<file path="config.mk">
export PLATFORM = sky130hd
export DESIGN_NAME = vec_lane
export DESIGN_NICKNAME = d
export VERILOG_FILES = /design/src/hw/vec_pkg.sv /design/src/hw/vec_lane.sv
export VERILOG_INCLUDE_DIRS = /design/src /design/src/hw
export SDC_FILE = /design/constraint.sdc
export NUM_CORES = 2
export LEC_CHECK = 0
export BUFFER_PORTS_ARGS = -buffer_cell sky130_fd_sc_hd__buf_2
export CORE_MARGIN = 3
export CORE_UTILIZATION = 58
export DETAILED_ROUTE_END_ITERATION = 7
export MAX_ROUTING_LAYER = met4
export PLACE_DENSITY = 0.85
export SLEW_MARGIN = 25
export SYNTH_ARGS = -nofsm -noshare
export SYNTH_HDL_FRONTEND = slang
export SYNTH_SLANG_ARGS = --single-unit
</file>
<file path="constraint.sdc">
create_clock -name clk_i -period 27.6 [get_ports clk_i]
set_input_delay 1.38 -clock clk_i [delete_from_list [all_inputs] [get_ports clk_i]]
set_output_delay 1.38 -clock clk_i [all_outputs]
set_load 0.01 [all_outputs]
</file>
<file path="src/hw/vec_macros.svh">
`ifndef VEC_MACROS_SVH
`define VEC_MACROS_SVH

// Lane organization
`define VEC_NR_LANES       4
`define VEC_ELEMS_PER_LANE 4
`define VEC_NR_VREGS       4
// Must equal lanes times elements per lane
`define VEC_VLEN           16
`define VEC_ELEN           32

// AXI4-Lite slave widths
`define VEC_AXI_ADDR_W     12
`define VEC_AXI_DATA_W     32

// Register map above the element region
`define VEC_ADDR_CMD       12'h100
`define VEC_ADDR_STATUS    12'h104
`define VEC_ADDR_RED       12'h108

`endif

</file>
<file path="src/hw/vec_pkg.sv">
`include "vec_macros.svh"

package vec_pkg;

  // Index widths derived from the lane organization
  localparam int unsigned lane_w = $clog2(`VEC_NR_LANES);
  localparam int unsigned slot_w = $clog2(`VEC_ELEMS_PER_LANE);
  localparam int unsigned vreg_w = $clog2(`VEC_NR_VREGS);

  // Configuration sanity checks reported at elaboration of the top
  localparam bit cfg_lanes_ok  = (`VEC_NR_LANES > 0) && (`VEC_NR_LANES == 2 ** lane_w);
  localparam bit cfg_vlen_ok   = `VEC_VLEN == `VEC_NR_LANES * `VEC_ELEMS_PER_LANE;
  localparam bit cfg_width_ok  = `VEC_ELEN == `VEC_AXI_DATA_W;

  // AXI response codes
  localparam logic [1:0] resp_okay   = 2'b00;
  localparam logic [1:0] resp_slverr = 2'b10;

  typedef logic [`VEC_ELEN-1:0] elem_t;

  typedef enum logic [2:0] {
    VOP_ADD = 3'd0,
    VOP_SUB = 3'd1,
    VOP_AND = 3'd2,
    VOP_OR  = 3'd3,
    VOP_XOR = 3'd4,
    VOP_MUL = 3'd5
  } vec_op_e;

  typedef enum logic [1:0] {
    ST_IDLE,
    ST_WRESP,
    ST_RWAIT,
    ST_RRESP
  } disp_state_e;

  typedef enum logic [1:0] {
    LK_WRITE,
    LK_READ,
    LK_EXEC
  } lane_kind_e;

  // Broadcast to every lane while the valid mask picks the target
  typedef struct packed {
    lane_kind_e        kind;
    logic [slot_w-1:0] slot;
    logic [vreg_w-1:0] vd;
    logic [vreg_w-1:0] vs1;
    logic [vreg_w-1:0] vs2;
    vec_op_e           op;
    elem_t             wdata;
  } lane_req_t;

  typedef struct packed {
    logic  valid;
    elem_t data;
  } lane_rsp_t;

  typedef struct packed {
    logic  valid;
    logic  last;
    elem_t data;
  } lane_res_t;

endpackage

</file>
<file path="src/hw/vec_lane.sv">
`include "vec_macros.svh"

module vec_lane import vec_pkg::*; (
  input  logic      clk_i,
  input  logic      rst_n_i,
  input  lane_req_t req_i,
  input  logic      req_valid_i,
  output lane_rsp_t rsp_o,
  output lane_res_t res_o
);

  // This lane's slice of every vector register
  elem_t vrf_q [`VEC_NR_VREGS][`VEC_ELEMS_PER_LANE];

  lane_req_t         exe_q;
  logic              running_q;
  logic [slot_w-1:0] slot_cnt_q;
  logic              slot_last;
  logic              rsp_valid_q;
  elem_t             rsp_data_q;

  logic  req_write, req_read, req_exec;
  elem_t op_a, op_b, alu_res;

  assign req_write = req_valid_i && (req_i.kind == LK_WRITE);
  assign req_read  = req_valid_i && (req_i.kind == LK_READ);
  assign req_exec  = req_valid_i && (req_i.kind == LK_EXEC);

  //////////////////////////////
  // Element ALU
  //////////////////////////////

  assign op_a      = vrf_q[exe_q.vs1][slot_cnt_q];
  assign op_b      = vrf_q[exe_q.vs2][slot_cnt_q];
  assign slot_last = slot_cnt_q == slot_w'(`VEC_ELEMS_PER_LANE - 1);

  always_comb begin
    case (exe_q.op)
      VOP_ADD: alu_res = op_a + op_b;
      VOP_SUB: alu_res = op_a - op_b;
      VOP_AND: alu_res = op_a & op_b;
      VOP_OR:  alu_res = op_a | op_b;
      VOP_XOR: alu_res = op_a ^ op_b;
      // Low half of the product only
      VOP_MUL: alu_res = op_a * op_b;
      default: alu_res = '0;
    endcase
  end

  //////////////////////////////
  // Register file
  //////////////////////////////

  always_ff @(posedge clk_i) begin
    if (req_write) begin
      vrf_q[req_i.vd][req_i.slot] <= req_i.wdata;
    end else if (running_q) begin
      vrf_q[exe_q.vd][slot_cnt_q] <= alu_res;
    end
    if (req_read) begin
      rsp_data_q <= vrf_q[req_i.vd][req_i.slot];
    end
    if (req_exec) begin
      exe_q <= req_i;
    end
  end

  // Execute walks the slots one per cycle
  always_ff @(posedge clk_i or negedge rst_n_i) begin
    if (!rst_n_i) begin
      running_q   <= 1'b0;
      slot_cnt_q  <= '0;
      rsp_valid_q <= 1'b0;
    end else begin
      rsp_valid_q <= req_read;
      if (req_exec) begin
        running_q  <= 1'b1;
        slot_cnt_q <= '0;
      end else if (running_q) begin
        slot_cnt_q <= slot_cnt_q + 1'b1;
        if (slot_last) begin
          running_q <= 1'b0;
        end
      end
    end
  end

  assign rsp_o = '{valid: rsp_valid_q, data: rsp_data_q};

  // Each result leaves in the cycle it is computed
  assign res_o = '{valid: running_q, last: running_q && slot_last, data: alu_res};

endmodule

</file>
==> flow_summary.ini <==
[status]
status = completed

[sta]
hold_viol_final = 0
maxSlewHeadroom_pct = 26.0
setup_ws_ns = 14.00
final.period_utilization_pct = 49.3
layout_min_cycle_time_ns = 13.60
setup_viol = 0
worst_clock_skew_ns = 0.0141
final.setup.tns_ns = 0
rsz0062_at_grt = no
slew_viol_final = 0
fmaxAchievable_mhz = 73.5
worst_pin_slew_ns = 1.11

[synth]
ys_seq_area_share_pct = 34.4
synth_common_cells = 553 x edfxtp_1, 488 x inv_1, 418 x nor2_1
yosys.area.top_type = edfxtp_1
ys_warn_count = 0
ys.flop_type = edfxtp_1
netlist_area_sq_mm = 0.0488
synthArstFlopShare_pct = 0.713
avgSynthCellArea_sq_um = 13.0
synth_cells = 3754
yosysUniqueCellTypes = 87
synthesis.nets = 4434
yosysTopAreaCellShare_pct = 34.0
ys_ff_latch = 561
yosysMostFrequentCell = edfxtp_1
synth_area_leaders = edfxtp_1 34%, mux4_2 18%, fa_1 17%
synth_edf_count = 553

[critical_path]
crit_slowest_cell = dfxtp_4
cp_common_cell = fa_1
arrival_ns = 12.22
start_kind = flip-flop
setup.worst_path.class = reg2out
critPathCaptureType = primary output
worstPathRequired_ns = 26.22
max_stage_delay_ns = 0.89
cp_max_fo = 52

[clock_tree]
cts.sinks = 561
cts_resized = 0
ctsHoldBuffers = 0
cts_max_path_buffers = 3
cts_buffers = 50
clkSlewWorstSetupHoldPaths_ns = 0.07
htreeDepth = 2
insertion_delay_ns = 0.59
root_buffer = clkbuf_16
cts_tree = yes
cts_setup_buffers = 0

[detailed_routing]
routedWlPerCell_um = 34.8
first_iter_violations = 5755
dr.pass1.iters = 8
antenna_violating_nets_post_route = 0
viasPerCell = 7.33
drc_errors = 0
wirelength_um = 171000
vias = 36000

[die]
die_area_sq_mm = 0.0877
design.core.area_sq_mm = 0.0828
initial_utilization_pct = 59.0
io_pins = 115
row_count = 105
die_width_um = 296
die_y_um = 296

[layout]
nets = 4472
layout-drive-gt1-share_pct = 21.5
syn_to_final_growth_pct = 7.22

[place]
io_buffer_count = 114
gp_congestion = 1.03
place_ws_ns = 14.49
dp_hpwl_um = 111000

[global_routing]
grt_use_total_pct = 40.9
grt_pass1_vias = 37000
grt_pass1_wl_um = 250000
antenna_found_initial = 13
grt_overflow_total = 0
grt_max_degree = 83

[flow_run]
cap_violations = 0

[hold_path]
hold_class = reg2reg
==> routing by layer <==
layer	up-vias	share of wire [%]	GRT usage, %	routed length, um
met5	-	0	-	0
met4	0	8.0	24.1	13600
met3	949	16	14.4	27900
met2	3803	44	60.0	75700
met1	17600	31	49.1	53900
li1	13600	-	-	-
==> sequential cells by signal, indices dropped and copies added (netlist names), named ones only <==
| signal | cells |
|---|---|
| rsp_valid_q | 1 |
| running_q | 1 |
| vrf_q | 512 |
| rsp_data_q | 32 |
| exe_q | 9 |
| slot_cnt_q | 2 |
==> final cells by class <==
class                           instances  area (sq um)
Tap cell                             1070          1340
Antenna cell                           10          25.0
Multi-Input combinational cell       2459         29200
Sequential cell                       561         16800
Timing Repair Buffer                  207          1330
Clock buffer                           58          1350
Clock inverter                         33           355
Fill cell                            5798         30400
Inverter                              513          1930
==> worst max-delay path, delay by kind of cell (launching register included) <==
kind	cells	cell delay [ns]
multiplexers	1	0.59
AND/OR/NAND/NOR	2	0.30
XOR/XNOR	1	0.24
AO/OA/AOI/OAI	10	2.82
buffers and inverters	8	2.32
flip-flops	1	0.89
adder cells (fa/ha/maj)	9	4.37
==> final timing paths <==
path                                     startpoint                        end  slack, ns  cells past startpoint
min in group asynchronous                   rst_n_i      rsp_valid_q$_DFF_PN0_       0.58                      1
max in group asynchronous                   rst_n_i  slot_cnt_q[1]$_DFFE_PN0P_      26.88                      1
worst min register to register  exe_q[36]$_DFFE_PP_                  flip-flop       0.48                      1
worst min-delay path            exe_q[36]$_DFFE_PP_                  flip-flop       0.48                      1
worst max-delay path                      flip-flop                  res_o[29]      14.00                     31
worst max register to register            flip-flop    vrf_q[1][119]$_DFFE_PP_      15.39                     30
==> through the flow <==
stage	hold WS (ns)	cell area (sq um)	std cells	util [%]
after CTS	0.478	52200	4897	63.1
final	0.482	52400	4911	63.3
after detailed placement	0.480	50500	4806	61.0
after floorplan	0.449	48800	3754	-
after global routing	0.505	52400	4910	63.3
after global placement	0.468	50500	4806	61.0
==> cell families after synthesis <==
family / after synthesis / share of synthesized area, %
buf+inv: 734 / 6.42
compound gates: 359 / 5.34
flops: 561 / 34.4
fa+ha+maj: 632 / 22.5
simple gates: 824 / 7.07
mux: 522 / 22.0
xor+xnor: 122 / 2.33
==> cells in the final DEF, fill, tap and decap left out, types with 53 or more instances in the layout <==
master / synthesis / final
xnor2_1: 97 / 97
ha_1: 223 / 223
fa_1: 409 / 409
clkbuf_16: 0 / 53
buf_4: 34 / 87
inv_1: 488 / 487
nand2_1: 279 / 278
edfxtp_1: 553 / 553
o21ai_0: 66 / 64
a21oi_1: 66 / 66
buf_2: 30 / 112
mux4_2: 395 / 395
nor2_1: 418 / 401
Power is left out: the tool's default activity adds up to more than one toggle a clock period on the data nets, which glitch-free logic cannot reach.
