File: src/hw/vec_macros.svh
`ifndef VEC_MACROS_SVH
`define VEC_MACROS_SVH

// Lane organization
`define VEC_NR_LANES       4
`define VEC_ELEMS_PER_LANE 4
`define VEC_NR_VREGS       4
// Must equal lanes times elements per lane
`define VEC_VLEN           16
`define VEC_ELEN           32

// AXI4-Lite slave widths
`define VEC_AXI_ADDR_W     12
`define VEC_AXI_DATA_W     32

// Register map above the element region
`define VEC_ADDR_CMD       12'h100
`define VEC_ADDR_STATUS    12'h104
`define VEC_ADDR_RED       12'h108

`endif

File: src/hw/vec_pkg.sv
`include "vec_macros.svh"

package vec_pkg;

  // Index widths derived from the lane organization
  localparam int unsigned lane_w = $clog2(`VEC_NR_LANES);
  localparam int unsigned slot_w = $clog2(`VEC_ELEMS_PER_LANE);
  localparam int unsigned vreg_w = $clog2(`VEC_NR_VREGS);

  // Configuration sanity checks reported at elaboration of the top
  localparam bit cfg_lanes_ok  = (`VEC_NR_LANES > 0) && (`VEC_NR_LANES == 2 ** lane_w);
  localparam bit cfg_vlen_ok   = `VEC_VLEN == `VEC_NR_LANES * `VEC_ELEMS_PER_LANE;
  localparam bit cfg_width_ok  = `VEC_ELEN == `VEC_AXI_DATA_W;

  // AXI response codes
  localparam logic [1:0] resp_okay   = 2'b00;
  localparam logic [1:0] resp_slverr = 2'b10;

  typedef logic [`VEC_ELEN-1:0] elem_t;

  typedef enum logic [2:0] {
    VOP_ADD = 3'd0,
    VOP_SUB = 3'd1,
    VOP_AND = 3'd2,
    VOP_OR  = 3'd3,
    VOP_XOR = 3'd4,
    VOP_MUL = 3'd5
  } vec_op_e;

  typedef enum logic [1:0] {
    ST_IDLE,
    ST_WRESP,
    ST_RWAIT,
    ST_RRESP
  } disp_state_e;

  typedef enum logic [1:0] {
    LK_WRITE,
    LK_READ,
    LK_EXEC
  } lane_kind_e;

  // Broadcast to every lane while the valid mask picks the target
  typedef struct packed {
    lane_kind_e        kind;
    logic [slot_w-1:0] slot;
    logic [vreg_w-1:0] vd;
    logic [vreg_w-1:0] vs1;
    logic [vreg_w-1:0] vs2;
    vec_op_e           op;
    elem_t             wdata;
  } lane_req_t;

  typedef struct packed {
    logic  valid;
    elem_t data;
  } lane_rsp_t;

  typedef struct packed {
    logic  valid;
    logic  last;
    elem_t data;
  } lane_res_t;

endpackage

File: src/hw/vec_dispatcher.sv
`include "vec_macros.svh"

module vec_dispatcher import vec_pkg::*; (
  input  logic                          clk_i,
  input  logic                          rst_n_i,
  // AXI4-Lite slave
  input  logic [`VEC_AXI_ADDR_W-1:0]    awaddr_i,
  input  logic                          awvalid_i,
  output logic                          awready_o,
  input  logic [`VEC_AXI_DATA_W-1:0]    wdata_i,
  input  logic [`VEC_AXI_DATA_W/8-1:0]  wstrb_i,
  input  logic                          wvalid_i,
  output logic                          wready_o,
  output logic [1:0]                    bresp_o,
  output logic                          bvalid_o,
  input  logic                          bready_i,
  input  logic [`VEC_AXI_ADDR_W-1:0]    araddr_i,
  input  logic                          arvalid_i,
  output logic                          arready_o,
  output logic [`VEC_AXI_DATA_W-1:0]    rdata_o,
  output logic [1:0]                    rresp_o,
  output logic                          rvalid_o,
  input  logic                          rready_i,
  // Lanes
  output lane_req_t                     lane_req_o,
  output logic [`VEC_NR_LANES-1:0]      lane_req_valid_o,
  input  lane_rsp_t [`VEC_NR_LANES-1:0] lane_rsp_i,
  // Reducer
  input  logic                          red_done_i,
  input  elem_t                         red_sum_i
);

  // Bit positions of the element fields in a byte address
  localparam int unsigned lane_lsb = 2;
  localparam int unsigned slot_lsb = lane_lsb + lane_w;
  localparam int unsigned vreg_lsb = slot_lsb + slot_w;

  disp_state_e                  state_q;
  logic                         busy_q;
  elem_t                        red_sum_q;
  logic [lane_w-1:0]            rd_lane_q;
  logic [`VEC_AXI_DATA_W-1:0]   rdata_q;
  logic [1:0]                   rresp_q;
  logic [1:0]                   bresp_q;

  logic rd_go, wr_go;
  logic ar_elem, aw_elem, aw_cmd, aw_status, aw_red;
  logic cmd_legal;
  logic rd_elem, wr_elem, wr_exec, wr_ok;

  //////////////////////////////
  // Handshake and decode
  //////////////////////////////

  // Reads win over writes when both wait in idle
  assign rd_go     = (state_q == ST_IDLE) && arvalid_i;
  assign wr_go     = (state_q == ST_IDLE) && awvalid_i && wvalid_i && !arvalid_i;
  assign arready_o = rd_go;
  assign awready_o = wr_go;
  assign wready_o  = wr_go;

  assign ar_elem   = araddr_i[`VEC_AXI_ADDR_W-1:8] == '0;
  assign aw_elem   = awaddr_i[`VEC_AXI_ADDR_W-1:8] == '0;
  assign aw_cmd    = awaddr_i == `VEC_ADDR_CMD;
  assign aw_status = awaddr_i == `VEC_ADDR_STATUS;
  assign aw_red    = awaddr_i == `VEC_ADDR_RED;
  assign cmd_legal = wdata_i[2:0] <= 3'(VOP_MUL);

  assign rd_elem = rd_go && ar_elem && !busy_q;
  assign wr_elem = wr_go && aw_elem && !busy_q;
  assign wr_exec = wr_go && aw_cmd && cmd_legal && !busy_q;
  // Status and reduction accept writes and drop them
  assign wr_ok   = wr_elem || wr_exec || aw_status || aw_red;

  //////////////////////////////
  // Lane requests
  //////////////////////////////

  always_comb begin
    lane_req_o       = '0;
    lane_req_valid_o = '0;
    if (rd_elem) begin
      lane_req_o.kind = LK_READ;
      lane_req_o.slot = araddr_i[slot_lsb +: slot_w];
      lane_req_o.vd   = araddr_i[vreg_lsb +: vreg_w];
      lane_req_valid_o[araddr_i[lane_lsb +: lane_w]] = 1'b1;
    end else if (wr_elem) begin
      lane_req_o.kind  = LK_WRITE;
      lane_req_o.slot  = awaddr_i[slot_lsb +: slot_w];
      lane_req_o.vd    = awaddr_i[vreg_lsb +: vreg_w];
      lane_req_o.wdata = wdata_i;
      lane_req_valid_o[awaddr_i[lane_lsb +: lane_w]] = 1'b1;
    end else if (wr_exec) begin
      // All lanes start together
      lane_req_o.kind  = LK_EXEC;
      lane_req_o.vd    = wdata_i[4 +: vreg_w];
      lane_req_o.vs1   = wdata_i[8 +: vreg_w];
      lane_req_o.vs2   = wdata_i[12 +: vreg_w];
      lane_req_o.op    = vec_op_e'(wdata_i[2:0]);
      lane_req_valid_o = '1;
    end
  end

  //////////////////////////////
  // FSM
  //////////////////////////////

  always_ff @(posedge clk_i or negedge rst_n_i) begin
    if (!rst_n_i) begin
      state_q   <= ST_IDLE;
      busy_q    <= 1'b0;
      red_sum_q <= '0;
      rd_lane_q <= '0;
      rdata_q   <= '0;
      rresp_q   <= resp_okay;
      bresp_q   <= resp_okay;
    end else begin
      // Instruction retired
      if (red_done_i) begin
        busy_q    <= 1'b0;
        red_sum_q <= red_sum_i;
      end
      case (state_q)
        ST_IDLE: begin
          if (rd_go) begin
            rdata_q <= '0;
            rresp_q <= resp_okay;
            state_q <= ST_RRESP;
            if (rd_elem) begin
              rd_lane_q <= araddr_i[lane_lsb +: lane_w];
              state_q   <= ST_RWAIT;
            end else if (ar_elem) begin
              rresp_q <= resp_slverr;
            end else if (araddr_i == `VEC_ADDR_STATUS) begin
              rdata_q <= `VEC_AXI_DATA_W'(busy_q);
            end else if (araddr_i == `VEC_ADDR_RED) begin
              rdata_q <= red_sum_q;
            end else begin
              rresp_q <= resp_slverr;
            end
          end else if (wr_go) begin
            bresp_q <= wr_ok ? resp_okay : resp_slverr;
            state_q <= ST_WRESP;
            if (wr_exec) begin
              busy_q <= 1'b1;
            end
          end
        end
        ST_WRESP: begin
          if (bready_i) begin
            state_q <= ST_IDLE;
          end
        end
        ST_RWAIT: begin
          if (lane_rsp_i[rd_lane_q].valid) begin
            rdata_q <= lane_rsp_i[rd_lane_q].data;
            state_q <= ST_RRESP;
          end
        end
        ST_RRESP: begin
          if (rready_i) begin
            state_q <= ST_IDLE;
          end
        end
        default: state_q <= ST_IDLE;
      endcase
    end
  end

  assign bvalid_o = state_q == ST_WRESP;
  assign bresp_o  = bresp_q;
  assign rvalid_o = state_q == ST_RRESP;
  assign rresp_o  = rresp_q;
  assign rdata_o  = rdata_q;

endmodule

File: config.mk
export PLATFORM = sky130hd
export DESIGN_NAME = vec_dispatcher
export DESIGN_NICKNAME = d
export VERILOG_FILES = /design/src/hw/vec_pkg.sv /design/src/hw/vec_dispatcher.sv
export VERILOG_INCLUDE_DIRS = /design/src /design/src/hw
export SDC_FILE = /design/constraint.sdc
export NUM_CORES = 1
export LEC_CHECK = 0
export BUFFER_PORTS_ARGS = -buffer_cell sky130_fd_sc_hd__buf_2
export CORE_AREA = 2 2 126 128
export CTS_CLUSTER_SIZE = 30
export DETAILED_ROUTE_END_ITERATION = 12
export DIE_AREA = 0 0 128 130
export MAX_ROUTING_LAYER = met4
export SYNTH_ARGS = -nofsm -noshare
export SYNTH_HDL_FRONTEND = slang
export SYNTH_SLANG_ARGS = --single-unit
export TNS_END_PERCENT = 10
File: constraint.sdc
create_clock -name clk_i -period 1.45 [get_ports clk_i]
set_input_delay 0 -clock clk_i [delete_from_list [all_inputs] [get_ports clk_i]]
set_output_delay 0 -clock clk_i [all_outputs]
set_load 0.05 [all_outputs]
==> results of run 1 <==
==> metrics by stage <==
stage	cells	utilization	area [µm²]	total power (W)
after global routing	965	0.487	7510	0.0118
after CTS	956	0.475	7330	0.0112
after floorplan	413	-	4520	0.00748
after global placement	905	0.417	6420	0.00901
after detailed placement	905	0.417	6420	0.00910
final	965	0.487	7510	0.0111
==> cell type report <==
| cell class | count | area, µm² |
|---|---|---|
| fillers | 1458 | 7920 |
| well taps | 192 | 240 |
| inverters | 3 | 11.3 |
| repair buffers | 381 | 2710 |
| multi-input cells | 296 | 2490 |
| clock buffers | 12 | 236 |
| diodes | 6 | 15.0 |
| clock inverters | 4 | 22.5 |
| flip-flops and latches | 71 | 1780 |
==> where the power goes <==
group | internal [W] | leakage (nW) | switching [W]
registers | 0.00263 | 0.830 | 0.000338
logic | 0.00223 | 2.56 | 0.00393
clock network | 0.00115 | 0.126 | 0.000822
total | 0.00601 | 3.52 | 0.00509
==> placed cells by master (no fill, tap or decap), drive strengths merged, types with 2 or more instances in the layout <==
| master | count |
|---|---|
| and3 | 4 |
| a21o | 2 |
| mux4 | 33 |
| buf | 344 |
| nor4 | 2 |
| clkinv | 3 |
| a22o | 2 |
| nor3b | 2 |
| nor3 | 3 |
| nand2 | 35 |
| or3 | 2 |
| a221o | 3 |
| nor2 | 40 |
| dlygate4sd3 | 35 |
| dfrtp | 71 |
| inv | 3 |
| nand3b | 2 |
| a31oi | 31 |
| mux2 | 35 |
| and2 | 42 |
| a311o | 2 |
| clkbuf | 14 |
| nor2b | 4 |
| nand3 | 31 |
| diode | 6 |
| a21oi | 6 |
| conb | 2 |
==> sequential cells by signal, summed over array words and instances (netlist names) <==
| signal | cells |
|---|---|
| rdata_o | 32 |
| red_sum_q | 32 |
| state_q | 2 |
| rd_lane_q | 2 |
| busy_q | 1 |
| rresp_o | 1 |
| bresp_o | 1 |
==> worst max-delay path by stage <==
stage	depth (start not counted)	slack [ns]	end	startpoint
CTS	6	-0.64	lane_req_o[37]	state_q[0]$_DFFE_PN0P_
floorplan	6	-0.44	rresp_o[1]$_DFFE_PN0P_	state_q[1]$_DFFE_PN0P_
detailed placement	6	-0.33	lane_req_valid_o[3]	state_q[0]$_DFFE_PN0P_
global route	6	-0.72	lane_req_o[7]	state_q[0]$_DFFE_PN0P_
global placement	6	-0.31	lane_req_valid_o[3]	state_q[0]$_DFFE_PN0P_
finish	6	-0.65	lane_req_valid_o[3]	state_q[0]$_DFFE_PN0P_
==> kinds of logic (layout without fill, tap and decap cells) <==
logic type,count (synthesis),after routing,share of synthesized area
other,1,8,0.000839
DFF,71,71,0.397
buffers and inverters,46,400,0.0660
AOI/OAI and AO/OA,52,52,0.0786
and+or+nand+nor,172,172,0.199
muxes,69,69,0.257
xor gates and xnor gates,1,1,0.00196
==> critical path: cells and delay by family, from the launching register on <==
kind / cells / cell delay (ns)
buffers and inverters: 2 / 0.34
AOI/OAI and AO/OA: 1 / 0.14
and+or+nand+nor: 3 / 0.91
DFF: 1 / 0.38
==> per-layer routing <==
layer | share of wire | global-route usage | vias to the layer above
met4 | 0.038 | 0.103 | 0
met3 | 0.062 | 0.0447 | 34
met5 | 0 | - | -
li1 | - | - | 2205
met2 | 0.52 | 0.371 | 210
met1 | 0.38 | 0.228 | 2255
==> cells in the mapped netlist (all sizes together) (2+ instances only) <==
cell,instances
a31oi,31
a221o,3
mux4,33
nand3b,2
dfrtp,71
nor2,40
nor3b,2
a21oi,6
nor4,2
clkbuf,18
nand2,35
nand3,31
and3,4
mux2,35
and2,42
nor3,3
a311o,2
a21o,2
nor2b,4
or3,2
buf,25
inv,3
a22o,2
==> timing repair <==
action | 4_1_cts | 5_1_grt
endpoints found under the setup margin | 89 | 89
pin swaps | 1 | 8
hold buffers | 35 | 0
cloned | 0 | 2
buffers inserted | 0 | 1
hold endpoints to repair | 105 | 0
resized for setup | 95 | 33
==> impl_metrics.py, run 1 <==
metrics = {
    "logic_synthesis": {
        "postSynth.asyncResetShare": 1.00,
        "synth_area_per_cell_um2": 10.9,
        "synth-edff-count": 0,
        "ys.flop_type": "dfrtp_1",
        "synth_cell_type_count": 45,
        "yosys_warnings": 0,
        "yosysTopAreaCell": "dfrtp_1",
        "netlist_area_um2": 4470,
        "ys_seq_elements": 71,
        "syn-instance-count": 412,
        "synthTopCellsByArea": "dfrtp_1 (40%), mux4_2 (17%), mux2_2 (8.8%)",
        "ys_seq_area_frac": 0.397,
        "yosys.area.top_type_share": 0.397,
    },
    "power": {
        "vdd_drop_max_mv": 0.733,
        "p_leak_nw": 3.52,
        "powerDensity_nw_per_um2": 1480,
    },
    "timing": {
        "min_period_ns": 2.10,
        "setup_viol": 88,
        "setup_slack_ns": -0.651,
        "drv_slew": 0,
        "timing.setup.tns_ns": -35.59,
        "hold_slack_ns": 0.0615,
        "fmax_mhz": 476,
        "timing.final.crit_share": 1.45,
        "hold_viol": 0,
        "rsz0062_at_grt": "yes",
        "finClkSkew_ns": 0.00730,
    },
    "cells_and_area": {
        "post_route_cells_drive_above_1_share": 0.605,
        "nets": 994,
        "synthToLayoutAreaGrowth_pct": 67.9,
    },
    "routing": {
        "postRouteAntennaNets": 0,
        "route.detailed.drc": 0,
        "avgViaCountPerCell": 4.87,
        "routed_wl_um": 17300,
        "routedWlPerCell_um": 17.9,
        "detailroute.via_count": 4704,
        "drt_iter0_drc": 157,
        "dr.pass1.iters": 4,
    },
    "global_routing": {
        "antenna_found_initial": 7,
        "grt_max_degree": 65,
        "grt_usage": 0.211,
        "grt_pass1_vias": 4879,
        "grt_pass1_wl_um": 25900,
        "grt_overflow_total": 0,
    },
    "worst_setup_path": {
        "rr_worst_depth": 5,
        "critPathSlowestCell": "or3_4",
        "path_class": "flop to output pin",
        "crit_chain": "or3_4, nor4_4, buf_12, and3_1, a311o_2, buf_8",
        "crit_path_end_kind": "output pin",
        "crit_fanout": 20,
        "reg2reg_slack_ns": -0.27,
        "r2r_start": "rd_lane_q[0]$_DFFE_PN0P_",
        "slowest_delay_ns": 0.43,
        "startpoint_type": "flop",
        "critPathArrivalTime_ns": 2.10,
        "required_ns": 1.45,
        "timing.rr.end": "rdata_o[26]$_DFFE_PN0P_",
    },
    "outcome": {
        "violations": "setup timing",
        "outcome": "complete, but fails checks",
    },
    "worst_hold_path": {
        "min_from": "araddr_i[3]",
        "hold_class": "input pin to flop",
        "min_to": "rd_lane_q[1]$_DFFE_PN0P_",
        "min_path_cells": 2,
    },
    "placement": {
        "pre_cts_ws_ns": -0.330,
        "port_buffers": 315,
        "post-dp-hpwl_um": 13000,
        "gp_congestion": 0.892,
    },
    "floorplanning": {
        "dieHeight_um": 130,
        "core_um2": 15400,
        "die_w_um": 128,
        "initial_utilization": 0.290,
        "rows": 46,
        "io-pin-count": 322,
        "fp.dieArea_um2": 16600,
    },
    "clocking": {
        "clkTransAtPathRegs_ns": 0.06,
        "ctsLongestPathBuffers": 2,
        "tritoncts": "built",
        "cts_max_level": 3,
        "clock_sinks": 71,
        "cts_root_buffer": "clkbuf_16",
        "clock_latency_ns": 0.33,
        "cts_made_buffers": 9,
    },
    "run": {
        "drv_cap": 0,
    },
}
Power figures use the tool's default switching activity.
==> run 2, diff against run 1 <==
--- a/config.mk
+++ b/config.mk
@@ -12,6 +12,7 @@
 export DETAILED_ROUTE_END_ITERATION = 12
 export DIE_AREA = 0 0 128 130
 export MAX_ROUTING_LAYER = met4
+export RECOVER_POWER = 50
 export SYNTH_ARGS = -nofsm -noshare
 export SYNTH_HDL_FRONTEND = slang
 export SYNTH_SLANG_ARGS = --single-unit
==> impl_metrics.py, run 2 (same netlist as run 1, synthesis figures left out) <==
metrics = {
    "routing": {
        "detailroute.via_count": 4714,
        "route.detailed.drc": 0,
        "dr.pass1.iters": 4,
        "topRoutingLayerUsed": "met4",
        "avgViaCountPerCell": 4.88,
        "met3WireLength_um": 1080,
        "routed_wl_um": 17300,
        "postRouteAntennaNets": 0,
        "drt_iter0_drc": 159,
        "met1_length_um": 6600,
        "wl_met2_um": 8950,
        "routedWlPerCell_um": 17.9,
    },
    "global_routing": {
        "grt_overflow_total": 0,
        "antenna_found_initial": 7,
        "grt_pass1_vias": 4879,
        "grt_max_degree": 65,
        "grt_pass1_wl_um": 25900,
        "grt_usage": 0.211,
    },
    "worst_setup_path": {
        "crit_path_end_kind": "output pin",
        "crit_chain": "or3_4, nor4_4, buf_12, and3_1, a311o_2, buf_8",
        "path_class": "flop to output pin",
        "critPathBufInv": 2,
        "startpoint_type": "flop",
        "crit_fanout": 20,
        "slowest_delay_ns": 0.43,
        "crit_family": "simple AND/OR/NAND/NOR gates",
        "critPathArrivalTime_ns": 2.10,
        "required_ns": 1.45,
        "critPathSlowestCell": "or3_4",
    },
    "floorplanning": {
        "io-pin-count": 322,
        "fp.dieArea_um2": 16600,
        "rows": 46,
        "initial_utilization": 0.290,
        "die_w_um": 128,
        "core_um2": 15400,
        "dieHeight_um": 130,
    },
    "clocking": {
        "clock_sinks": 71,
        "clock_latency_ns": 0.33,
        "cts_root_buffer": "clkbuf_16",
        "tritoncts": "built",
        "cts_max_level": 3,
        "clkTransAtPathRegs_ns": 0.06,
        "ctsLongestPathBuffers": 2,
        "cts_made_buffers": 9,
    },
    "cells_and_area": {
        "layout_commonest_cell": "buf_2",
        "fillCellCount": 1461,
        "post_route_cells_drive_above_1_share": 0.605,
        "utilization": 0.486,
        "synthToLayoutAreaGrowth_pct": 67.6,
        "nets": 994,
        "final_cell_mix": "buf_2 (262), dfrtp_1 (69), buf_6 (40), nor2_1 (37)",
    },
    "power": {
        "powerDensity_nw_per_um2": 1480,
        "p_total_w": 0.0111,
        "p_leak_nw": 3.51,
        "vdd_drop_max_mv": 0.733,
    },
    "timing": {
        "hold_viol": 0,
        "slew-limit-headroom": 0.600,
        "drv_slew": 0,
        "setup_viol": 88,
        "rsz0062_at_grt": "yes",
        "worst_pin_slew_ns": 0.600,
        "finClkSkew_ns": 0.00663,
        "setup_slack_ns": -0.651,
        "timing.final.crit_share": 1.45,
        "min_period_ns": 2.10,
        "fmax_mhz": 476,
    },
    "placement": {
        "port_buffers": 315,
        "post-dp-hpwl_um": 13000,
        "gp_congestion": 0.892,
    },
    "outcome": {
        "outcome": "complete, but fails checks",
        "violations": "setup timing",
    },
    "run": {
        "drv_cap": 0,
    },
    "worst_hold_path": {
        "hold_class": "input pin to flop",
    },
}
## run 2: cell type report
cell class	instances	area, µm²	share of cell area
diodes	6	15.0	0.00200
clock buffers	12	236	0.0316
clock inverters	4	22.5	0.00301
inverters	3	11.3	0.00150
multi-input cells	296	2490	0.333
flip-flops and latches	71	1780	0.237
well taps	192	240	0.0321
repair buffers	381	2700	0.360
## run 2: timing repair
item | in CTS | in global routing
setup endpoints to repair | 89 | 89
cloned | 0 | 2
buffers inserted | 0 | 1
gates resized for setup | 95 | 33
hold buffers | 35 | 0
pin swaps | 1 | 8
endpoints found under the hold margin | 105 | 0
## run 2: final timing paths
check                                         start                       end  cells past startpoint  slack, ns
max in group asynchronous                   rst_n_i   rdata_o[29]$_DFFE_PN0P_                      3       0.38
hold / removal                          araddr_i[3]  rd_lane_q[1]$_DFFE_PN0P_                      2       0.06
setup / recovery             state_q[0]$_DFFE_PN0P_       lane_req_valid_o[3]                      6      -0.65
hold reg to reg            red_sum_q[9]$_DFFE_PN0P_  red_sum_q[9]$_DFFE_PN0P_                      1       0.50
setup reg to reg           rd_lane_q[0]$_DFFE_PN0P_   rdata_o[26]$_DFFE_PN0P_                      5      -0.27
min in group asynchronous                   rst_n_i   rdata_o[11]$_DFFE_PN0P_                      2       0.21
## run 2: per-stage QoR
| step | std cells | worst slack, ns | setup TNS [ns] | cell area (µm²) | hold slack [ns] |
|---|---|---|---|---|---|
| final | 965 | -0.651 | -35.56 | 7490 | 0.0615 |
| after global routing | 965 | -0.721 | -42.64 | 7490 | 0.0725 |
| after CTS | 956 | -0.641 | -34.00 | 7330 | 0.0492 |
| after detailed placement | 905 | -0.330 | -19.07 | 6420 | -0.0768 |
| after global placement | 905 | -0.313 | -17.87 | 6420 | -0.0785 |
| after floorplan | 413 | -0.436 | -29.27 | 4520 | -0.296 |
## run 2: per-layer routing
metal,vias to the layer above,GRT usage
met3,34,0.0447
met2,209,0.371
li1,2206,-
met5,-,-
met4,0,0.103
met1,2265,0.228
## run 2: power by group
part	switching (W)	total (W)	internal [W]
sequential	0.000338	0.00297	0.00263
combinational	0.00393	0.00616	0.00223
clock	0.000824	0.00197	0.00115
