**src/hw/vec_macros.svh**
```systemverilog
`ifndef VEC_MACROS_SVH
`define VEC_MACROS_SVH

// Lane organization
`define VEC_NR_LANES       4
`define VEC_ELEMS_PER_LANE 4
`define VEC_NR_VREGS       4
// Must equal lanes times elements per lane
`define VEC_VLEN           16
`define VEC_ELEN           32

// AXI4-Lite slave widths
`define VEC_AXI_ADDR_W     12
`define VEC_AXI_DATA_W     32

// Register map above the element region
`define VEC_ADDR_CMD       12'h100
`define VEC_ADDR_STATUS    12'h104
`define VEC_ADDR_RED       12'h108

`endif

```
**src/hw/vec_pkg.sv**
```systemverilog
`include "vec_macros.svh"

package vec_pkg;

  // Index widths derived from the lane organization
  localparam int unsigned lane_w = $clog2(`VEC_NR_LANES);
  localparam int unsigned slot_w = $clog2(`VEC_ELEMS_PER_LANE);
  localparam int unsigned vreg_w = $clog2(`VEC_NR_VREGS);

  // Configuration sanity checks reported at elaboration of the top
  localparam bit cfg_lanes_ok  = (`VEC_NR_LANES > 0) && (`VEC_NR_LANES == 2 ** lane_w);
  localparam bit cfg_vlen_ok   = `VEC_VLEN == `VEC_NR_LANES * `VEC_ELEMS_PER_LANE;
  localparam bit cfg_width_ok  = `VEC_ELEN == `VEC_AXI_DATA_W;

  // AXI response codes
  localparam logic [1:0] resp_okay   = 2'b00;
  localparam logic [1:0] resp_slverr = 2'b10;

  typedef logic [`VEC_ELEN-1:0] elem_t;

  typedef enum logic [2:0] {
    VOP_ADD = 3'd0,
    VOP_SUB = 3'd1,
    VOP_AND = 3'd2,
    VOP_OR  = 3'd3,
    VOP_XOR = 3'd4,
    VOP_MUL = 3'd5
  } vec_op_e;

  typedef enum logic [1:0] {
    ST_IDLE,
    ST_WRESP,
    ST_RWAIT,
    ST_RRESP
  } disp_state_e;

  typedef enum logic [1:0] {
    LK_WRITE,
    LK_READ,
    LK_EXEC
  } lane_kind_e;

  // Broadcast to every lane while the valid mask picks the target
  typedef struct packed {
    lane_kind_e        kind;
    logic [slot_w-1:0] slot;
    logic [vreg_w-1:0] vd;
    logic [vreg_w-1:0] vs1;
    logic [vreg_w-1:0] vs2;
    vec_op_e           op;
    elem_t             wdata;
  } lane_req_t;

  typedef struct packed {
    logic  valid;
    elem_t data;
  } lane_rsp_t;

  typedef struct packed {
    logic  valid;
    logic  last;
    elem_t data;
  } lane_res_t;

endpackage

```
**src/hw/vec_reduce.sv**
```systemverilog
`include "vec_macros.svh"

module vec_reduce import vec_pkg::*; (
  input  logic                          clk_i,
  input  logic                          rst_n_i,
  input  lane_res_t [`VEC_NR_LANES-1:0] res_i,
  output logic                          done_o,
  output elem_t                         sum_o
);

  // Heap ordered adder tree with leaves at the top indices
  elem_t [2*`VEC_NR_LANES-2:0] tree_sum;

  logic  first_q;
  logic  done_q;
  elem_t acc_q;
  logic  res_valid, res_last;

  // Lanes run in lockstep so lane 0 speaks for all
  assign res_valid = res_i[0].valid;
  assign res_last  = res_i[0].last;

  always_comb begin
    for (int i = 0; i < `VEC_NR_LANES; i++) begin
      tree_sum[`VEC_NR_LANES-1+i] = res_i[i].data;
    end
    for (int i = `VEC_NR_LANES - 2; i >= 0; i--) begin
      tree_sum[i] = tree_sum[2*i+1] + tree_sum[2*i+2];
    end
  end

  //////////////////////////////
  // Accumulator
  //////////////////////////////

  always_ff @(posedge clk_i or negedge rst_n_i) begin
    if (!rst_n_i) begin
      first_q <= 1'b1;
      done_q  <= 1'b0;
      acc_q   <= '0;
    end else begin
      done_q <= res_valid && res_last;
      if (res_valid) begin
        // Restart on the first beat of a new instruction
        acc_q   <= first_q ? tree_sum[0] : acc_q + tree_sum[0];
        first_q <= res_last;
      end
    end
  end

  assign done_o = done_q;
  assign sum_o  = acc_q;

endmodule

```
**config.mk**
```make
export PLATFORM = sky130hd
export DESIGN_NAME = vec_reduce
export DESIGN_NICKNAME = d
export VERILOG_FILES = /design/src/hw/vec_pkg.sv /design/src/hw/vec_reduce.sv
export VERILOG_INCLUDE_DIRS = /design/src /design/src/hw
export SDC_FILE = /design/constraint.sdc
export NUM_CORES = 1
export LEC_CHECK = 0
export BUFFER_PORTS_ARGS = -buffer_cell sky130_fd_sc_hd__buf_2
export CAP_MARGIN = 0
export CORE_MARGIN = 4
export CORE_UTILIZATION = 43
export DETAILED_ROUTE_END_ITERATION = 8
export PLACE_DENSITY = 0.82
export SYNTH_ARGS = -nofsm -noshare
export SYNTH_HDL_FRONTEND = slang
export SYNTH_SLANG_ARGS = --single-unit
```
**constraint.sdc**
```tcl
create_clock -name clk_i -period 2.7 [get_ports clk_i]
set_clock_uncertainty 0.1 [all_clocks]
set_input_delay 0.54 -clock clk_i [delete_from_list [all_inputs] [get_ports clk_i]]
set_output_delay 0.54 -clock clk_i [all_outputs]
set_load 0.03 [all_outputs]
```
==> implementation parameters, run 1 <==
Parameter                              Value

Outcome
  Outcome ... finished, violations left
  Violations in the final reports ... setup timing

Timing
  Final worst-path cycle share ... 2.09
  Setup tns final ... -66.31 ns
  Highest Clock Rate ... 0.177 GHz
  Setup violators final ... 30
  Period minus WS final ... 5.66 ns
  Setup slack of the critical path after layout ... -2.96 ns
  Final Slew Violations ... 0
  Worst max-slew margin expressed relative to the limit ... 0.413
  Final hold violation count ... 0
  Unrepaired setup endpoints after global routing ... yes
  Transition at the pin with the smallest max-transition slack ... 0.880 ns

Placement
  Placed wire-length estimate ... 14700 um
  Port bufs ... 164
  Last weighted congestion value of the routability-driven placer ... slightly above 0.9
  Placed cell area ... about 8900 sq um
  Placement Setup Slack ... -3.06 ns

Floorplan
  Overall die height ... approximately 130 um
  Starting density of the core ... 0.439
  Number of top-level design ports ... 171
  Placeable core region ... roughly 15000 sq um
  Die Outline Area ... 16900 sq um
  Row count ... 44
  Die Width ... between 100 and 150 um

Route
  Starting DRT DRC Count ... between 600 and 700
  Residual DRC ... 0
  Post-detailed-route count of antenna-violating nets ... 0
  Detailed Route WL ... 24100 um
  Routed vias ... 7597
  Post-DR vias/cell ... 5.53
  Number of search-and-repair iterations in the first detailed-routing pass ... 5
  Detail-routed net length per standard cell ... between 15 and 20 um

Yosys
  Warnings, synthesis ... 0
  Number of flops mapped to enable cells by yosys ... 0
  Area of the mapped netlist ... 6410 sq um
  Number of storage elements in the synthesis netlist ... 34
  Share of flip-flops with an asynchronous set or reset ... 1.00
  Fraction of the yosys area taken by sequential cells ... 0.133
  Synth Instances ... 803
  Post-Syn Area per Cell ... roughly 8 sq um
  Net Count, Synth ... 1071
  Top flip-flop cell by instance count after synthesis ... sky130_fd_sc_hd__dfrtp_1
  Number of distinct library cell variants in the gate-level netlist after synthesis ... 60

Worst setup path
  Startpoint kind of the worst setup timing path ... input port
  Master of the slowest instance on the critical path ... sky130_fd_sc_hd__fa_2
  Critical path arrival ... around 5.7 ns
  Critical Path Source ... res_i[72]
  Most common cell type on the critical path ... sky130_fd_sc_hd__o211ai_1
  Reg-to-reg startpoint ... sum_o[0]
  Crit path largest cell delay ... 0.55 ns
  Maximum fanout along the worst path ... 3
  CP endpoint kind ... register
  Required arrival time at the worst endpoint ... 2.77 ns
  CP Class ... input port to register

CTS
  # clock sinks ... 34
  CTS tree ... yes
  H-tree depth ... 2
  Hold buffer count at CTS ... 0
  Clock Latency Late Sink ... 0.29 ns
  Number of buffers inserted during clock tree synthesis ... 5
  CTS Buffer Depth ... 2
  Cell at the root of the clock tree ... sky130_fd_sc_hd__clkbuf_16
  Clock Pin Slew Worst Setup and Hold Paths ... approximately 0.06 ns

Global route
  Largest net degree at the start of global routing ... 39
  Total congestion overflow after global routing ... 0
  Number of global-route vias before repair ... ~7700
  GRT Overall Usage ... 0.244
  Number of antenna violations at the first check in global routing ... 0
  First-pass GRT wire length ... ~34000 um

Final layout
  Area taken by multi-input logic gates ... 5910 sq um
  Antenna diode count ... 0
  Net count, final ... 1456
  Synthesis-to-layout area growth ... 64.2%
  Total area of sequential cells ... about 850 sq um
  Fillers ... roughly 960
  Area of all placed cells without fillers ... 10500 sq um
  Share of layout cells above drive strength 1 ... 0.486

Min path
  Classification of the worst-slack hold path ... input port to asynchronous set/reset pin

Run
  Total of max-cap violations ... 0
==> layer usage <==
metal	vias up	wire length (um)	GRT usage
li1	3440	-	-
met3	151	1810	0.0418
met4	0	1540	0.108
met2	426	12500	0.476
met1	3580	8250	0.254
met5	-	0	0
==> final cells by class <==
cell class / count / area share
Multi-Input combinational cell: 588 / 0.561
Timing Repair Buffer: 398 / 0.260
Sequential cell: 34 / 0.0810
Inverter: 161 / 0.0598
Tap cell: 184 / 0.0219
Clock buffer: 7 / 0.0136
Clock inverter: 1 / 0.00285
==> cell families (layout without fill, tap and decap cells) <==
family / count (synthesis) / count (layout) / share of synthesized area
AO/OA/AOI/OAI: 225 / 225 / 0.220
XOR/XNOR: 57 / 57 / 0.0779
adder cells (fa/ha/maj): 130 / 130 / 0.328
buffers and inverters: 181 / 567 / 0.106
flip-flops: 34 / 34 / 0.133
multiplexers: 9 / 9 / 0.0144
AND/OR/NAND/NOR: 167 / 167 / 0.121
==> critical path: cells and delay by family <==
family | cells | cell delay [ns]
fa+ha+maj | 4 | 1.56
buf+inv | 4 | 0.38
xor+xnor | 1 | 0.17
mux | 1 | 0.33
simple gates | 6 | 0.83
compound gates | 9 | 1.87
==> layout by cell type (no fill, tap or decap), drive strengths merged, types with 7 or more instances in the layout <==
master,count
dfrtp,33
o21ai,42
fa,63
and3,11
nand3,12
clkbuf,7
nand4,10
nor2,67
o21a,7
xor2,25
a21oi,86
nand2,37
a211oi,8
mux2i,7
inv,160
xnor2,32
a21o,32
ha,67
o211ai,8
buf,398
==> synth_stat cells (6+ instances only) <==
cell                       number  area (sq um)
sky130_fd_sc_hd__inv_1        160           601
sky130_fd_sc_hd__a21oi_1       85           425
sky130_fd_sc_hd__ha_1          67           838
sky130_fd_sc_hd__nor2_1        67           251
sky130_fd_sc_hd__fa_1          63          1260
sky130_fd_sc_hd__nand2_1       37           139
sky130_fd_sc_hd__o21ai_0       35           175
sky130_fd_sc_hd__dfrtp_1       33           826
sky130_fd_sc_hd__a21o_1        32           240
sky130_fd_sc_hd__xnor2_1       32           280
sky130_fd_sc_hd__xor2_1        25           219
sky130_fd_sc_hd__clkbuf_1      15          56.3
sky130_fd_sc_hd__nand3_1       12          60.1
sky130_fd_sc_hd__and3_1        11          68.8
sky130_fd_sc_hd__nand4_1       10          62.6
sky130_fd_sc_hd__o211ai_1       8          60.1
sky130_fd_sc_hd__a211oi_1       7          52.6
sky130_fd_sc_hd__mux2i_1        7          70.1
sky130_fd_sc_hd__o21a_1         7          52.6
sky130_fd_sc_hd__o21ai_1        7          35.0
sky130_fd_sc_hd__a31oi_1        6          37.5
==> repair_timing <==
action                                  4_1_cts  5_1_grt
endpoints found under the hold margin         0        0
setup buffers                                47       26
pin swaps                                   127       85
gates resized for setup                     114       91
endpoints found under the setup margin       30       30
==> sequential cells by signal, indices dropped and copies added, names as in the netlist <==
register and cells:
done_o 1, first_q 1, sum_o 32
==> path summary, 6_finish.rpt <==
kind	end	slack [ns]	cells past startpoint
worst min register to register	sum_o[22]	0.45	2
max in group asynchronous	sum_o[10]	1.67	1
min in group clk_i	done_o	0.39	2
worst max register to register	sum_o[26]	-0.54	13
worst max-delay path	sum_o[31]	-2.96	25
worst min-delay path	sum_o[11]	0.27	1
==> per-stage QoR <==
| stage | instances | util | hold WS [ns] |
|---|---|---|---|
| 2_1_floorplan | 803 | - | 0.144 |
| 3_3_place_gp | 1300 | 0.608 | 0.428 |
| 3_5_place_dp | 1300 | 0.608 | 0.434 |
| 4_1_cts | 1352 | 0.678 | 0.294 |
| 5_1_grt | 1373 | 0.721 | 0.328 |
| 6_report | 1373 | 0.721 | 0.272 |
Power of run 1 is left out: the tool's default activity adds up to more than one toggle a clock period on the data nets, which glitch-free logic cannot reach.
==> run 2, diff against run 1 <==
==> constraint.sdc (replaced) <==
create_clock -name clk_i -period 2.7 [get_ports clk_i]
set_clock_uncertainty 0.1 [all_clocks]
set_input_delay 0.54 -clock clk_i [delete_from_list [all_inputs] [get_ports clk_i]]
set_output_delay 0.54 -clock clk_i [all_outputs]
set_load 0.1 [all_outputs]
==> run 2 against run 1 <==
Against the previous run: the flow still finishes with violations (setup timing); setup slack better by 0.032 ns; sequential share of layout area down 0.13 points; fmax grew 0.57%; non-clock buffer count fell by 6; final cell count fell by 0.44%; hold slack better by 0.0039 ns; wire length rose by 4.8%; clock-buffer cell count unchanged; via count up 0.97%; design area increased by 1.7%; critical endpoint unchanged; register-to-register slack better by 0.15 ns; first-iteration DRC count is 12% higher.
==> implementation parameters, run 2 (synthesis gave the netlist of run 1 again) <==
Parameter                              Value

Outcome
  Violations in the final reports ... setup timing
  Outcome ... finished, violations left

Worst setup path
  Maximum fanout along the worst path ... 5
  Slack of the worst reg-to-reg path ... -0.39 ns
  CP Class ... input port to register
  Number of cells on the worst reg-to-reg path ... 13
  Master of the slowest instance on the critical path ... sky130_fd_sc_hd__fa_1
  Crit path largest cell delay ... 0.56 ns
  Reg-to-reg startpoint ... sum_o[0]
  Startpoint kind of the worst setup timing path ... input port
  Critical path arrival ... 5.69 ns
  Worst reg2reg path endpoint ... sum_o[26]
  Required arrival time at the worst endpoint ... between 2 and 3 ns
  CP endpoint kind ... register
  Cell family with most CP delay ... adder cells
  Number of buffers and inverters on the critical path ... 4

Route
  Number of search-and-repair iterations in the first detailed-routing pass ... 5
  Detail-routed net length per standard cell ... 18.4 um
  Post-DR vias/cell ... 5.61
  Residual DRC ... 0
  Routed vias ... 7671
  Detailed Route WL ... around 25000 um
  Post-detailed-route count of antenna-violating nets ... 0
  Starting DRT DRC Count ... 676

Floorplan
  Row count ... 44
  Die Width ... between 100 and 150 um
  Placeable core region ... between 10000 and 15000 sq um
  Starting density of the core ... 0.439
  Die Outline Area ... ~17000 sq um
  Number of top-level design ports ... roughly 170
  Overall die height ... 130 um

Timing
  Final hold violation count ... 0
  Worst max-slew margin expressed relative to the limit ... 0.404
  Setup tns final ... -68.13 ns
  Setup slack of the critical path after layout ... -2.92 ns
  Highest Clock Rate ... 0.178 GHz
  Final Slew Violations ... 0
  Setup violators final ... 30
  Final worst-path cycle share ... 2.08
  Transition at the pin with the smallest max-transition slack ... 0.894 ns
  Period minus WS final ... approximately 5.6 ns
  Unrepaired setup endpoints after global routing ... yes

Global route
  Number of global-route vias before repair ... 7914
  Largest net degree at the start of global routing ... 55
  First-pass GRT wire length ... 34900 um
  Total congestion overflow after global routing ... 0
  Number of antenna violations at the first check in global routing ... 0
  GRT Overall Usage ... 0.251

CTS
  Cell at the root of the clock tree ... sky130_fd_sc_hd__clkbuf_16
  CTS Buffer Depth ... 2
  # clock sinks ... 34
  Clock Latency Late Sink ... a little under 0.3 ns
  Hold buffer count at CTS ... 0
  CTS tree ... yes
  Clock Pin Slew Worst Setup and Hold Paths ... 0.07 ns
  Number of buffers inserted during clock tree synthesis ... 5
  H-tree depth ... 2

Final layout
  Antenna diode count ... 0
  Net count, final ... 1450
  Most common cell after layout, fill and taps aside ... sky130_fd_sc_hd__buf_4
  Fillers ... 922
  Highest-count cells in the layout ignoring fill and taps ... sky130_fd_sc_hd__buf_4, sky130_fd_sc_hd__buf_2, sky130_fd_sc_hd__inv_1, sky130_fd_sc_hd__nor2_1, sky130_fd_sc_hd__fa_1
  Share of layout cells above drive strength 1 ... 0.499
  Flip-flop count of the largest register after layout ... 32
  Synthesis-to-layout area growth ... 66.9%

Run
  Total of max-cap violations ... 0

Placement
  Last weighted congestion value of the routability-driven placer ... between 0.9 and 1
  Placed wire-length estimate ... 15000 um
  Port bufs ... between 150 and 200

Min path
  Classification of the worst-slack hold path ... input port to asynchronous set/reset pin
[run 2: layout make-up]
| class | count | area, sq um | area share |
|---|---|---|---|
| well taps | 184 | 230 | 0.0215 |
| repair buffers | 392 | 2740 | 0.256 |
| clock buffers | 7 | 143 | 0.0133 |
| multi-input cells | 588 | 6070 | 0.567 |
| flip-flops and latches | 34 | 852 | 0.0796 |
| clock inverters | 1 | 30.0 | 0.00281 |
| inverters | 161 | 632 | 0.0591 |
[run 2: how the worst max path moves through the flow]
stage | slack [ns] | end | startpoint | cells past startpoint
after global routing | -3.14 | sum_o[31] | res_i[69] | 28
after global placement | -2.96 | sum_o[31] | res_i[72] | 25
after detailed placement | -3.11 | sum_o[31] | res_i[72] | 25
after CTS | -2.74 | sum_o[31] | res_i[36] | 25
final | -2.92 | sum_o[31] | res_i[69] | 27
after floorplan | -2.60 | sum_o[31] | res_i[72] | 23
[run 2: per-layer routing]
| metal | routed length [um] | global-route usage |
|---|---|---|
| met5 | 0 | 0 |
| met4 | 1550 | 0.109 |
| met3 | 1850 | 0.0364 |
| met2 | 13400 | 0.492 |
| met1 | 8430 | 0.263 |
[run 2: per-stage QoR]
step	util	hold WS [ns]	setup slack, ns	std cells	cell area, sq um
2_1_floorplan	-	0.144	-2.60	803	6620
3_3_place_gp	0.607	0.415	-2.96	1300	8860
3_5_place_dp	0.607	0.438	-3.11	1300	8860
4_1_cts	0.683	0.297	-2.74	1343	9960
5_1_grt	0.733	0.332	-3.14	1367	10700
6_report	0.733	0.276	-2.92	1367	10700
[run 2: what timing repair did]
item,in CTS,in global routing
setup endpoints to repair,30,31
setup buffers,44,35
pin swaps,144,104
gates resized for setup,134,112
Power of run 2 is left out for the same reason.
==> run 3, diff against run 2 <==
--- a/config.mk
+++ b/config.mk
@@ -9,9 +9,9 @@
 export BUFFER_PORTS_ARGS = -buffer_cell sky130_fd_sc_hd__buf_2
 export CAP_MARGIN = 0
 export CORE_MARGIN = 4
-export CORE_UTILIZATION = 43
+export CORE_UTILIZATION = 50
 export DETAILED_ROUTE_END_ITERATION = 8
-export PLACE_DENSITY = 0.82
+export PLACE_DENSITY = 0.91
 export SYNTH_ARGS = -nofsm -noshare
 export SYNTH_HDL_FRONTEND = slang
 export SYNTH_SLANG_ARGS = --single-unit
==> run 3 against run 2 <==
Against the previous run: the flow still finishes with violations (setup timing); wire length is 15% higher; hold slack got worse by 0.023 ns; register-to-register slack got worse by 0.08 ns; setup slack worse by 0.23 ns; die area shrank 13%; sequential share of layout area rose by 0.15 points; sequential cell count stayed put; via count grew 8.4%; design area decreased by 1.9%; clock-buffer cell count is 1 lower; first-iteration DRC count grew 54%; utilization up 10 points.
==> implementation parameters, run 3 (synthesis gave the netlist of run 1 again) <==
Parameter                              Value

Floorplan
  Starting density of the core ... 0.510
  Placeable core region ... 12600 sq um
  Number of top-level design ports ... 171
  Row count ... 41
  Die Outline Area ... 14700 sq um
  Overall die height ... ~120 um
  Die Width ... 121 um

Timing
  Setup violators final ... 30
  Worst max-slew margin expressed relative to the limit ... 0.384
  Unrepaired setup endpoints after global routing ... yes
  Final hold violation count ... 0
  Setup slack of the critical path after layout ... -3.16 ns
  Highest Clock Rate ... between 0.15 and 0.2 GHz
  Worst hold margin ... roughly 0.25 ns
  Transition at the pin with the smallest max-transition slack ... 0.924 ns
  Final worst-path cycle share ... 2.17
  Period minus WS final ... 5.86 ns
  Final Slew Violations ... 0

CTS
  Hold buffer count at CTS ... 0
  Cell at the root of the clock tree ... sky130_fd_sc_hd__clkbuf_16
  Clock Pin Slew Worst Setup and Hold Paths ... approximately 0.07 ns
  Clock Latency Late Sink ... between 0.3 and 0.4 ns
  CTS Buffer Depth ... 2
  CTS tree ... yes
  # clock sinks ... 34
  Number of buffers inserted during clock tree synthesis ... 5
  H-tree depth ... 2

Final layout
  Net count, final ... 1453
  Share of layout cells above drive strength 1 ... 0.490
  Flip-flop count of the largest register after layout ... 32
  Highest-count cells in the layout ignoring fill and taps ... sky130_fd_sc_hd__buf_4, sky130_fd_sc_hd__buf_2, sky130_fd_sc_hd__inv_1, sky130_fd_sc_hd__nor2_1, sky130_fd_sc_hd__fa_1
  Synthesis-to-layout area growth ... 63.8%
  Most common cell after layout, fill and taps aside ... sky130_fd_sc_hd__buf_4
  Post-layout utilization of the core ... 0.835
  Antenna diode count ... 0
  Area of all placed cells without fillers ... 10500 sq um

Route
  Starting DRT DRC Count ... 1042
  Detailed Route WL ... 28900 um
  Residual DRC ... 0
  Post-DR vias/cell ... 6.12
  Post-detailed-route count of antenna-violating nets ... 0
  Detail-routed net length per standard cell ... 21.3 um
  Number of search-and-repair iterations in the first detailed-routing pass ... 8
  Routed vias ... just over 8000

Outcome
  Violations in the final reports ... setup timing
  Outcome ... finished, violations left

Placement
  Placed cell area ... 8870 sq um
  Placement Setup Slack ... -3.19 ns
  Last weighted congestion value of the routability-driven placer ... 0.985
  Placed wire-length estimate ... 15600 um
  Port bufs ... 164

Global route
  Largest net degree at the start of global routing ... 39
  First-pass GRT wire length ... 39800 um
  Number of global-route vias before repair ... just under 9000
  Number of antenna violations at the first check in global routing ... 0
  GRT Overall Usage ... 0.338
  Total congestion overflow after global routing ... 0

Worst setup path
  CP Class ... input port to register
  Maximum fanout along the worst path ... 3
  Critical path arrival ... slightly below 6 ns
  Required arrival time at the worst endpoint ... 2.79 ns
  Startpoint kind of the worst setup timing path ... input port
  CP endpoint kind ... register

Run
  Total of max-cap violations ... 0

Min path
  Classification of the worst-slack hold path ... input port to asynchronous set/reset pin
run 3: routing by layer:
metal	up-vias	global-route usage	wire length, um
met1	3847	0.333	9060
met4	0	0.237	3160
met2	719	0.625	13900
li1	3437	-	-
met5	-	0	0
met3	310	0.0690	2800
run 3: area by class of cell:
cell class / instances / area, sq um
Multi-Input combinational cell: 588 / 5930
Sequential cell: 34 / 852
Timing Repair Buffer: 395 / 2730
Fill cell: 613 / 2070
Tap cell: 172 / 215
Inverter: 161 / 634
Clock inverter: 2 / 10.0
Clock buffer: 6 / 129
run 3: metrics by stage:
stage	instances	TNS (ns)
after floorplan	803	-54.42
after global routing	1358	-74.00
final	1358	-70.67
after detailed placement	1292	-74.00
after CTS	1340	-60.35
after global placement	1292	-69.59
run 3: critical path: stages:
cell and delay, ns:
sky130_fd_sc_hd__buf_2 0.08, sky130_fd_sc_hd__inv_1 0.05, sky130_fd_sc_hd__fa_1 0.50, sky130_fd_sc_hd__fa_1 0.54
sky130_fd_sc_hd__inv_1 0.08, sky130_fd_sc_hd__ha_4 0.23, sky130_fd_sc_hd__a21o_1 0.19, sky130_fd_sc_hd__a22oi_2 0.29
sky130_fd_sc_hd__nor2b_4 0.26, sky130_fd_sc_hd__a32oi_4 0.17, sky130_fd_sc_hd__buf_6 0.17, sky130_fd_sc_hd__a21o_1 0.18
sky130_fd_sc_hd__a21oi_2 0.19, sky130_fd_sc_hd__xnor2_2 0.11, sky130_fd_sc_hd__ha_1 0.35, sky130_fd_sc_hd__nand2_2 0.13
sky130_fd_sc_hd__o211ai_1 0.31, sky130_fd_sc_hd__a21boi_2 0.11, sky130_fd_sc_hd__o31ai_2 0.35, sky130_fd_sc_hd__nand3_1 0.23
sky130_fd_sc_hd__nand4_1 0.14, sky130_fd_sc_hd__o211ai_1 0.14, sky130_fd_sc_hd__mux2_4 0.33, sky130_fd_sc_hd__o32ai_2 0.20
sky130_fd_sc_hd__nor2_1 0.07
run 3: timing repair:
action                     CTS  global route
resized for setup          143            76
pin swaps                  140            69
buffers inserted            49            26
setup endpoints to repair   30            30
run 3: worst paths after layout:
kind	from	end	slack [ns]	cells after the start
max in group asynchronous	rst_n_i	sum_o[17]	1.64	1
worst max-delay path	res_i[9]	sum_o[31]	-3.16	25
worst min-delay path	rst_n_i	sum_o[6]	0.25	1
worst max register to register	sum_o[0]	sum_o[30]	-0.47	13
worst min register to register	sum_o[29]	sum_o[29]	0.46	1
min in group clk_i	res_i[32]	done_o	0.41	2
Power of run 3 is left out for the same reason.
